File: src/rtl/elink_consts.svh
// elink receive constants

`ifndef ELINK_CONSTS_SVH
`define ELINK_CONSTS_SVH

// ##########################################################################
// packet and frame
// ##########################################################################

`define ERX_PW          104          // mesh packet width
`define ERX_WORDS       7            // 16-bit link words per frame

// ##########################################################################
// register window
// ##########################################################################

// dstaddr[31:6] must match this to hit the register block
`define ERX_BASE        26'h0_2f0_00
`define ERX_DEPTH       16           // register memory depth, in words

// ##########################################################################
// read response queue
// ##########################################################################

`define ERX_QDEPTH      4            // response queue entries
`define ERX_WAIT_LEVEL  2            // fill level that raises rx_rd_wait

`endif

File: src/rtl/elink_pkg.sv
// elink receive types

package elink_pkg;

   typedef logic [31:0] addr_t;      // mesh address
   typedef logic [31:0] data_t;      // data word
   typedef logic [3:0]  ctrl_t;      // ctrlmode
   typedef logic [1:0]  dmode_t;     // 0 byte, 1 half, 2 word, 3 double
   typedef logic [15:0] link_word_t; // one de-serialized link word

   // mesh packet, msb first
   typedef struct packed
   {
      addr_t  srcaddr;               // 103:72
      data_t  data;                  // 71:40
      addr_t  dstaddr;               // 39:8
      ctrl_t  ctrlmode;              // 7:4
      dmode_t datamode;              // 3:2
      logic   write;                 // 1
      logic   access;                // 0
   } emesh_pkt_t;

   // decoded request, also reused for the read response
   typedef struct packed
   {
      logic       valid;
      logic       write;
      dmode_t     datamode;
      ctrl_t      ctrlmode;
      logic [3:0] widx;              // word index, dstaddr[5:2]
      logic [1:0] lane;              // byte lane, dstaddr[1:0]
      data_t      data;              // write data or read data
      addr_t      srcaddr;           // where the response goes
      addr_t      dstaddr;           // full target address
   } erx_cmd_t;

   // response queue fill state
   typedef enum logic [1:0]
   {
      rq_empty,
      rq_partial,
      rq_full
   } rq_state_t;

endpackage

File: src/rtl/erx_io.sv
// link frame to mesh packet

`include "elink_consts.svh"

module erx_io
(
   input  logic                   reset,     // async, active high
   input  logic                   rx_lclk,
   input  logic                   rx_frame,  // high for a whole frame
   input  elink_pkg::link_word_t  rx_word,
   output elink_pkg::emesh_pkt_t  pkt,
   output logic                   pkt_valid, // one-cycle pulse
   output logic                   pkt_burst  // packet is a burst continuation
);

   import elink_pkg::*;

   logic [`ERX_WORDS-1:0]    rx_pointer;    // one-hot word slot
   logic [`ERX_WORDS*16-1:0] rx_sample;     // raw frame, word 1 at the low end
   logic                     access;        // last word just landed
   logic                     valid_q;       // packet reshuffled
   logic                     burst_detect;  // frame ran past the last word

   // ########################################################################
   // word capture
   // ########################################################################

   always_ff @(posedge rx_lclk or posedge reset)
   begin
      if (reset)
         rx_pointer <= '0;
      else if (!rx_frame)
         rx_pointer <= `ERX_WORDS'(1);                  // idle, ready for word 1
      else if (rx_pointer[`ERX_WORDS-1])
         rx_pointer <= `ERX_WORDS'(1) << 3;             // burst refills slots 3..6
      else
         rx_pointer <= rx_pointer << 1;
   end

   // payload only, no reset
   always_ff @(posedge rx_lclk)
   begin
      for (int i = 0; i < `ERX_WORDS; i++)
      begin
         if (rx_frame && rx_pointer[i])
            rx_sample[i*16 +: 16] <= rx_word;
      end
   end

   // ########################################################################
   // valid pipeline and burst flag
   // ########################################################################

   always_ff @(posedge rx_lclk or posedge reset)
   begin
      if (reset)
      begin
         access    <= 1'b0;
         valid_q   <= 1'b0;
         pkt_valid <= 1'b0;
      end
      else
      begin
         access    <= rx_frame & rx_pointer[`ERX_WORDS-1]; // last slot written
         valid_q   <= access;                              // reshuffle done
         pkt_valid <= valid_q;                             // to decode
      end
   end

   always_ff @(posedge rx_lclk or posedge reset)
   begin
      if (reset)
         burst_detect <= 1'b0;
      else if (access && rx_frame)
         burst_detect <= 1'b1;          // frame kept going, next packet is burst
      else if (!rx_frame)
         burst_detect <= 1'b0;
   end

   // ########################################################################
   // reshuffle into packet fields
   // ########################################################################

   always_ff @(posedge rx_lclk)
   begin
      if (access)
      begin
         pkt_burst    <= burst_detect;  // lags one packet on purpose
         pkt.access   <= rx_sample[40];
         pkt.write    <= rx_sample[41];
         pkt.datamode <= rx_sample[43:42];
         pkt.ctrlmode <= rx_sample[15:12];
         pkt.dstaddr  <= {rx_sample[11:8], rx_sample[23:16], rx_sample[31:24],
                          rx_sample[39:32], rx_sample[47:44]};
         pkt.data     <= {rx_sample[55:48], rx_sample[63:56],
                          rx_sample[71:64], rx_sample[79:72]};
         pkt.srcaddr  <= {rx_sample[87:80], rx_sample[95:88],
                          rx_sample[103:96], rx_sample[111:104]};
      end
   end

endmodule

File: src/rtl/erx_decode.sv
// request decode

`include "elink_consts.svh"

module erx_decode
(
   input  logic                  reset,
   input  logic                  rx_lclk,
   input  elink_pkg::emesh_pkt_t pkt,
   input  logic                  pkt_valid,
   input  logic                  pkt_burst,
   output elink_pkg::erx_cmd_t   cmd
);

   import elink_pkg::*;

   addr_t last_dst;   // address of the previous packet
   addr_t dst;        // effective address of this packet
   logic  in_window;
   logic  mode_ok;
   logic  accept;

   // burst continuations walk forward one double word
   assign dst       = pkt_burst ? last_dst + 32'd8 : pkt.dstaddr;
   assign in_window = (dst[31:6] == `ERX_BASE);
   assign mode_ok   = (pkt.datamode != 2'd3);  // double not supported
   assign accept    = pkt.access & in_window & mode_ok;

   always_ff @(posedge rx_lclk)
   begin
      if (pkt_valid)
         last_dst <= dst;   // chains through a whole burst
   end

   // ########################################################################
   // command register
   // ########################################################################

   always_ff @(posedge rx_lclk or posedge reset)
   begin
      if (reset)
         cmd <= '0;
      else
      begin
         cmd.valid <= pkt_valid & accept;   // misses just vanish
         if (pkt_valid)
         begin
            cmd.write    <= pkt.write;
            cmd.datamode <= pkt.datamode;
            cmd.ctrlmode <= pkt.ctrlmode;
            cmd.widx     <= dst[5:2];
            cmd.lane     <= dst[1:0];
            cmd.data     <= pkt.data;
            cmd.srcaddr  <= pkt.srcaddr;
            cmd.dstaddr  <= dst;
         end
      end
   end

endmodule

File: src/rtl/erx_execute.sv
// register memory access

`include "elink_consts.svh"

module erx_execute
(
   input  logic                reset,
   input  logic                rx_lclk,
   input  elink_pkg::erx_cmd_t cmd,
   output elink_pkg::erx_cmd_t rsp
);

   import elink_pkg::*;

   data_t mem [`ERX_DEPTH];   // register file
   logic  do_write;
   logic  do_read;

   assign do_write = cmd.valid & cmd.write;
   assign do_read  = cmd.valid & ~cmd.write;

   // merge new data into the old word by datamode and lane
   function automatic data_t merge_word(input data_t old_w, input data_t new_w,
                                        input dmode_t mode, input logic [1:0] lane);
      data_t res;
      res = old_w;
      case (mode)
         2'd0:    res[lane*8 +: 8]      = new_w[7:0];   // byte
         2'd1:    res[lane[1]*16 +: 16] = new_w[15:0];  // half, lane[0] ignored
         default: res                   = new_w;        // word
      endcase
      return res;
   endfunction

   // ########################################################################
   // memory, cleared on reset
   // ########################################################################

   always_ff @(posedge rx_lclk or posedge reset)
   begin
      if (reset)
      begin
         for (int i = 0; i < `ERX_DEPTH; i++)
            mem[i] <= '0;
      end
      else if (do_write)
         mem[cmd.widx] <= merge_word(mem[cmd.widx], cmd.data, cmd.datamode, cmd.lane);
   end

   // read port, old data at this edge
   always_ff @(posedge rx_lclk or posedge reset)
   begin
      if (reset)
         rsp <= '0;
      else
      begin
         rsp.valid <= do_read;   // writes give no response
         if (do_read)
         begin
            rsp.write    <= 1'b0;
            rsp.datamode <= cmd.datamode;
            rsp.ctrlmode <= cmd.ctrlmode;
            rsp.widx     <= cmd.widx;
            rsp.lane     <= cmd.lane;
            rsp.data     <= mem[cmd.widx];   // whole word
            rsp.srcaddr  <= cmd.srcaddr;
            rsp.dstaddr  <= cmd.dstaddr;
         end
      end
   end

endmodule

File: src/rtl/erx_result.sv
// read response queue

`include "elink_consts.svh"

module erx_result
(
   input  logic                  reset,
   input  logic                  rx_lclk,
   input  elink_pkg::erx_cmd_t   rsp,
   input  logic                  tx_wait,
   output elink_pkg::emesh_pkt_t tx_pkt,
   output logic                  tx_access,
   output logic                  rx_rd_wait
);

   import elink_pkg::*;

   logic [`ERX_PW-1:0]                 q_mem [`ERX_QDEPTH];  // response slots
   logic [$clog2(`ERX_QDEPTH)-1:0]     wr_ptr, rd_ptr;
   logic [$clog2(`ERX_QDEPTH+1)-1:0]   count, count_next;
   rq_state_t                          state;
   emesh_pkt_t                         rsp_pkt;
   logic                               push, pop;

   // response goes back to the requester as a word write
   always_comb
   begin
      rsp_pkt          = '0;
      rsp_pkt.access   = 1'b1;
      rsp_pkt.write    = 1'b1;
      rsp_pkt.datamode = 2'd2;
      rsp_pkt.ctrlmode = rsp.ctrlmode;
      rsp_pkt.dstaddr  = rsp.srcaddr;   // swap addresses
      rsp_pkt.data     = rsp.data;
      rsp_pkt.srcaddr  = rsp.dstaddr;
   end

   assign push = rsp.valid & (state != rq_full);  // sender paces, so never full here
   assign pop  = tx_access & ~tx_wait;            // transfer cycle

   always_comb
   begin
      count_next = count;
      if (push && !pop)
         count_next = count + 1'b1;
      else if (pop && !push)
         count_next = count - 1'b1;
   end

   always_ff @(posedge rx_lclk or posedge reset)
   begin
      if (reset)
      begin
         wr_ptr <= '0;
         rd_ptr <= '0;
         count  <= '0;
         state  <= rq_empty;
      end
      else
      begin
         wr_ptr <= wr_ptr + push;
         rd_ptr <= rd_ptr + pop;
         count  <= count_next;
         if (count_next == 0)
            state <= rq_empty;
         else if (count_next == `ERX_QDEPTH)
            state <= rq_full;
         else
            state <= rq_partial;
      end
   end

   always_ff @(posedge rx_lclk)
   begin
      if (push)
         q_mem[wr_ptr] <= rsp_pkt;
   end

   assign tx_pkt     = emesh_pkt_t'(q_mem[rd_ptr]);     // head, held until popped
   assign tx_access  = (state != rq_empty);
   assign rx_rd_wait = (count >= `ERX_WAIT_LEVEL);      // leaves room for two in flight

endmodule

File: src/rtl/erx_top.sv
// elink receive top

module erx_top
(
   input  logic                  reset,
   input  logic                  rx_lclk,
   input  logic                  rx_frame,
   input  elink_pkg::link_word_t rx_word,
   input  logic                  tx_wait,
   output elink_pkg::emesh_pkt_t tx_pkt,
   output logic                  tx_access,
   output logic                  rx_rd_wait
);

   import elink_pkg::*;

   emesh_pkt_t pkt;         // assembled packet
   logic       pkt_valid;
   logic       pkt_burst;
   erx_cmd_t   cmd;         // decoded request
   erx_cmd_t   rsp;         // read data

   // link words to packet
   erx_io i_io
   (
      .reset      (reset),
      .rx_lclk    (rx_lclk),
      .rx_frame   (rx_frame),
      .rx_word    (rx_word),
      .pkt        (pkt),
      .pkt_valid  (pkt_valid),
      .pkt_burst  (pkt_burst)
   );

   erx_decode i_decode
   (
      .reset      (reset),
      .rx_lclk    (rx_lclk),
      .pkt        (pkt),
      .pkt_valid  (pkt_valid),
      .pkt_burst  (pkt_burst),
      .cmd        (cmd)
   );

   erx_execute i_execute (.reset(reset), .rx_lclk(rx_lclk), .cmd(cmd), .rsp(rsp));

   // responses out, pushback to the link
   erx_result i_result
   (
      .reset      (reset),
      .rx_lclk    (rx_lclk),
      .rsp        (rsp),
      .tx_wait    (tx_wait),
      .tx_pkt     (tx_pkt),
      .tx_access  (tx_access),
      .rx_rd_wait (rx_rd_wait)
   );

endmodule

File: config.mk
export PLATFORM = sky130hd
export DESIGN_NAME = erx_top
export DESIGN_NICKNAME = d
export VERILOG_FILES = /design/src/rtl/elink_pkg.sv /design/src/rtl/erx_io.sv /design/src/rtl/erx_decode.sv /design/src/rtl/erx_execute.sv /design/src/rtl/erx_result.sv /design/src/rtl/erx_top.sv
export VERILOG_INCLUDE_DIRS = /design/src /design/src/rtl
export SDC_FILE = /design/constraint.sdc
export NUM_CORES = 2
export LEC_CHECK = 0
export BUFFER_PORTS_ARGS = -buffer_cell sky130_fd_sc_hd__buf_4
export CAP_MARGIN = 10
export CORE_MARGIN = 4
export CORE_UTILIZATION = 60
export DETAILED_ROUTE_END_ITERATION = 16
export PLACE_DENSITY = 0.88
export SLEW_MARGIN = 20
export SYNTH_ARGS = -nofsm -noshare
export SYNTH_HDL_FRONTEND = slang
export SYNTH_SLANG_ARGS = --single-unit
File: constraint.sdc
create_clock -name rx_lclk -period 26.8 [get_ports rx_lclk]
set_input_delay 4.02 -clock rx_lclk [delete_from_list [all_inputs] [get_ports rx_lclk]]
set_output_delay 4.02 -clock rx_lclk [all_outputs]
set_load 0.01 [all_outputs]
Yosys cells after proc, flatten, opt, wreduce, memory -nomap -nowiden

Memories as Yosys holds them, arrays and structs flattened.
Index checks and enable logic that the tools add are counted.

Magnitude comparators: 3
Add/subtract/negate cells: 7
Equality and inequality tests: 6
Muxes and demuxes: 21
Bitwise logic cells: 11
Shifts and indexed selects: 4
Reduce and logical (&&, ||, !) cells: 16

Operators by type and width:

| cell                       | count |
|---|---|
| $bwmux W512                | 1 |
| $mux W32                   | 5 |
| $bmux W32 S4               | 1 |
| $demux W32 S4              | 1 |
| $neg A5 Y34                | 2 |
| $bwmux W32                 | 2 |
| $pmux W32 S2               | 1 |
| $shift A16 B34 Y32 const A | 1 |
| $shift A8 B34 Y32 const A  | 1 |
| $shiftx A16 B34 Y32        | 1 |
| $shiftx A8 B34 Y32         | 1 |
| $add A32 B4 Y32 const B    | 1 |
| $eq A26 B18 Y1 const B     | 1 |
| $mux W7                    | 2 |
| $logic_and A1 B1 Y1        | 11 |
| $and A1 B1 Y1              | 8 |
| $mux W3                    | 2 |
| $ge A5 B5 Y1 const B       | 1 |
| $lt A5 B1 Y1 const B       | 1 |
| $not A4 Y5                 | 1 |
| $add A2 B1 Y2              | 2 |
| $mux W1                    | 4 |
| $mux W2                    | 2 |
| $ne A2 B2 Y1 const B       | 2 |
| other kinds (11)           | 13 |

Input port bits: 20
Bits in writable memories: 400
Memories kept: 1
Register bits: 992

Memory list:

| memory         | words | bits a word | read ports | clocked after Yosys merged registers in | wr ports | RTL line         | source |
|---|---|---|---|---|---|---|---|
| i_result.q_mem | 4     | 100         | 1          | 0                                       | 1        | erx_result.sv:18 | `` logic [`ERX_PW-1:0] q_mem [`ERX_QDEPTH]; `` |

Logic depth before layout (Yosys ltp)

Depth after elaboration: 9
Mapped depth: 11
Gate-level depth less buffers: 8

Hierarchy

From an unflattened synthesis, not the netlist that was laid out.

Cells, all modules: 3903
Area total of the unflattened synthesis: 55946.2 um2

By module, submodules not included:

| module      | area an instance (um2) | cells an instance | times used | sequential area each (um2) |
|---|---|---|---|---|
| erx_execute | 28250.8                | 2639              | 1          | 15539.9 |
| erx_result  | 15083.2                | 589               | 1          | 12236.7 |
| erx_io      | 6672.6                 | 237               | 1          | 6551.3 |
| erx_decode  | 5939.4                 | 438               | 1          | 3563.4 |

Worst setup path before layout

Ideal clock, no wire load.

Kind: reg2reg
Start: register i_result.state[1]
End: memory i_result.q_mem[0][0] in the netlist's numbering (enable)
Stages on the path, launching flop included: 4
Period minus slack after synthesis: 8.090 ns
Arrival: 7.408 ns
Setup time: 0.681 ns
Buffers on the path: 0
Setup slack: 18.710 ns
Cells stage by stage: dfrtp_1 -> inv_1 -> o21ai_0 -> nor3_1

Cells in the longest elaborated chain, start to end: 4

RTL lines:

| what                          | RTL line         | source |
|---|---|---|
| start: declaration            | erx_result.sv:21 | `rq_state_t state;` |
| start signal: assignment      | erx_result.sv:57 | `state <= rq_empty;` |
| start signal: assignment      | erx_result.sv:65 | `state <= rq_empty;` |
| start signal: assignment      | erx_result.sv:67 | `state <= rq_full;` |
| $ne A2 B2 Y1                  | erx_result.sv:38 | `assign push = rsp.valid & (state != rq_full);` |
| $and A1 B1 Y1                 | erx_result.sv:38 |  |
| $mux W1                       | erx_result.sv:75 | `if (push)` |
| $mux W1 (implied by the code) | erx_result.sv:76 | `q_mem[wr_ptr] <= rsp_pkt;` |
| end: declaration              | erx_result.sv:18 |  |

No other way between the ends.

==> results summary <==
The quantity of hold-fixing buffers added after cts is 0. The run finished with clean final reports. The clock transition at the registers of the reported paths came out at 0.06 ns. The insertion delay of the later-clocked pin in the worst-skew pair is 0.74 ns. The most critical setup path has its startpoint at i_result.rd_ptr[0]$_DFF_PP0_. The total half-perimeter wirelength after legalization and detailed placement came out at 73300 um.

Sorting the synthesized cells by area gives the leading types as edfxtp_1 36%, dfrtp_1 34%, mux4_2 11%. In the final layout, the multi-input gates occupy 14900 um2. STA classifies the critical path startpoint as a flop. The critical path arrival is 3.85 ns. TritonCTS built the clock tree. The number of clock sinks came out at 1378.

The setup path with the least slack is of type flop to output pin. Of the available clock period, the critical path in the final layout requires 0.294. In this run, CTS created clock tree buffers numbering 131. The number of buffers between clock root and the deepest sink came out at 3. The global-route wire length before repair came out at 214000 um. The number of levels in the clock H-tree came out at 4. The path depth of the worst reg2reg path is 6. The worst-case IR drop observed on VDD is 0.000102 V.

The slew at the pin closest to its max-slew limit came out at 1.17 ns. The number of antenna violations at the first check in global routing is 5. Setup repair after global routing left no endpoint under its margin. Setup violations remaining at the end of the flow were counted as 0. The number of register bits inferred by synthesis is 1378. The filler cells instantiated in the layout total 5063.

The final weighted congestion in routability-driven placement came out at 0.872. The share of the synthesized area in compound gates (AO/OA/AOI/OAI) was 0.0630. The most common cell in the synthesized netlist is dfrtp_1. For this configuration, the core starts out at a cell density of 0.605. The endpoint identified for the worst register-to-register timing path is i_execute.mem[249]$_DFFE_PP0P_. The via count of the first global-routing pass is 35500. 126 I/O pins were placed. The number of instances in the synthesized netlist came out at 3684. In this run the standard cell core region covers 88400 um2.

The share of synthesized flip-flops with an asynchronous set or reset is 0.535. Among all flip-flop cells after synthesis, the most frequent one is dfrtp_1. By count the netlist is led by 737 x dfrtp_1, 641 x edfxtp_1, 454 x nor2_1.

In this run the worst path has a maximum fanout of 42. The smallest setup slack after layout came out at 18.93 ns. The violation count after the first detailed-route iteration is 5319.

The register area share after synthesis came out at 0.705. Yosys mapped a number of flops with a built-in enable equal to 641. The post-route setup TNS is 0 ns. The adder and majority cell fraction of the synthesized area came out at 0.00257.

The kind of end point of the critical path is an output pin. The path class of the tightest hold or removal check is flop to flop. The post-synthesis xor/xnor area fraction came out at 0.00442. The post-placement worst setup slack is 19.61 ns. In this run the critical register-to-register path is launched from i_decode.cmd[3]$_DFFE_PP0P_. The max-slew violation total from the final report came out at 0.

The tool flagged a number of max-cap violations equal to 0. The final hold violation count is 0. The highest attainable clock frequency came out at 0.127 GHz. The row count came out at 109. The number of warnings printed during yosys synthesis is 0. The area taken by flip-flops and latches is 37700 um2. In this run the power density over the cells is 74.3 nW/um2. The area growth from synthesis to layout is 12.2%. The number of distinct standard cells referenced by the synthesized netlist is 52. The synthesized area came out at 53500 um2. The leakage dissipation is 23.3 nW.

The final wirelength came out at 139000 um. The capture point of the critical path is tx_pkt[18]. At the worst endpoint, the required time is 22.78 ns. The largest family of logic cells by synthesized area is multiplexers. The clock tree root driver cell is clkbuf_16. The first-pass iteration count of the detailed router is 9. After clock tree synthesis, the setup repair step added 0 buffers.

The final antenna-violating net count is 0. The mean cell area of the mapped netlist is 14.5 um2. The number of I/O port buffers came out at 121. Post-CTS repair changed the size of 0 cells. The average via count per standard cell came out at 6.69. The share of the synthesized area in the top cell type is 0.360. At the end of the flow the core is filled with cells to 0.679. The worst clock skew came out at 0.0316 ns.

The number of design rule violations left after detail routing is 0. In the final layout, the share of cells above drive strength 1 is 0.207. The chip width came out at 307 um. The slack of the worst reg-to-reg path came out at 22.14 ns. The cell type with the highest aggregate area in the netlist is edfxtp_1. After layout, the minimum clock period comes to 7.87 ns. The worst pin sits at a relative slew slack of 0.222.

The overall via count from detail_route came out at 33700. The synthesized-area fraction occupied by and/or/nand/nor cells came out at 0.0746. The overall routing resource usage is 0.300. The final net count came out at 3796. In this run the vertical extent of the chip is 307 um. The mux cell area share after synthesis came out at 0.131.

Entering global routing, the biggest net connects 197 pins. The average wire per cell in the routed design is 27.6 um. The overall die area came out at 94000 um2. After global routing the overflow that remains totals 0.
[per-stage QoR]
stage	hold slack (ns)	cells	power (mW)	cell area [um2]
2_1_floorplan	0.331	3686	2.51	53500
3_3_place_gp	0.333	4792	2.61	55600
3_5_place_dp	0.336	4793	2.62	55600
4_1_cts	0.349	5032	4.48	60000
5_1_grt	0.359	5040	4.59	60000
6_report	0.347	5041	4.46	60000
[flip-flops by register name (all words and copies together), names as in the netlist, 3 cells and up]
signal,cells
i_result.q_mem,400
i_io.pkt,104
i_execute.mem,512
i_execute.rsp,101
i_decode.last_dst,32
i_result.count,3
i_decode.cmd,104
i_io.rx_pointer,7
i_io.rx_sample,104
[cell type report]
type                       instances  area share
clock inverter                    51     0.00773
tap                             1165      0.0243
sequential                      1378       0.628
timing repair buffer             197      0.0253
inverter                          15     0.00106
multi-input combinational       2042       0.248
clock buffer                     188      0.0649
antenna                            5    0.000208
[power by group]
group,switching [mW],leakage [nW],internal [mW]
sequential,0.0456,15.3,2.22
clock,0.808,2.14,1.07
combinational,0.171,5.87,0.149
total,1.02,23.3,3.44
[critical path, cell delays in order (launching register included)]
cell and delay [ns]:
dfrtp_4 0.73, buf_4 0.73, buf_4 0.73, mux4_2 0.63
buf_4 0.17
[worst min-delay path by stage]
stage | cells past startpoint | from | end | slack [ns]
floorplan | 0 | i_io.valid_q$_DFF_PP0_ | i_io.pkt_valid$_DFF_PP0_ | 0.33
global placement | 0 | i_io.valid_q$_DFF_PP0_ | i_io.pkt_valid$_DFF_PP0_ | 0.33
detailed placement | 0 | i_io.valid_q$_DFF_PP0_ | i_io.pkt_valid$_DFF_PP0_ | 0.34
CTS | 0 | i_io.valid_q$_DFF_PP0_ | i_io.pkt_valid$_DFF_PP0_ | 0.35
global route | 0 | i_io.valid_q$_DFF_PP0_ | i_io.pkt_valid$_DFF_PP0_ | 0.36
finish | 0 | i_io.valid_q$_DFF_PP0_ | i_io.pkt_valid$_DFF_PP0_ | 0.35
[routing by layer]
layer	vias up	wire length, um	global-route usage
li1	13500	-	-
met1	16900	46700	0.376
met2	2619	69200	0.489
met3	689	15800	0.0802
met4	2	7640	0.156
met5	-	13	0
[cell families after synthesis]
logic type      Yosys count
flops                  1378
simple gates            989
compound gates          639
mux                     372
buf+inv                 266
xor+xnor                 27
fa+ha+maj                11
other cells               2
[layout by cell type, fill, tap and decap left out, types with 18 or more instances in the layout]
| cell | netlist | final |
|---|---|---|
| mux4_2 | 252 | 252 |
| clkbuf_1 | 186 | 29 |
| clkbuf_16 | 0 | 142 |
| nand2_1 | 445 | 445 |
| nor2_1 | 454 | 441 |
| dfrtp_1 | 737 | 729 |
| a21oi_1 | 437 | 434 |
| o21ai_0 | 152 | 152 |
| xnor2_1 | 18 | 18 |
| mux2_2 | 112 | 112 |
| buf_4 | 4 | 187 |
| edfxtp_1 | 641 | 641 |
(Power assumes the default switching activity.)
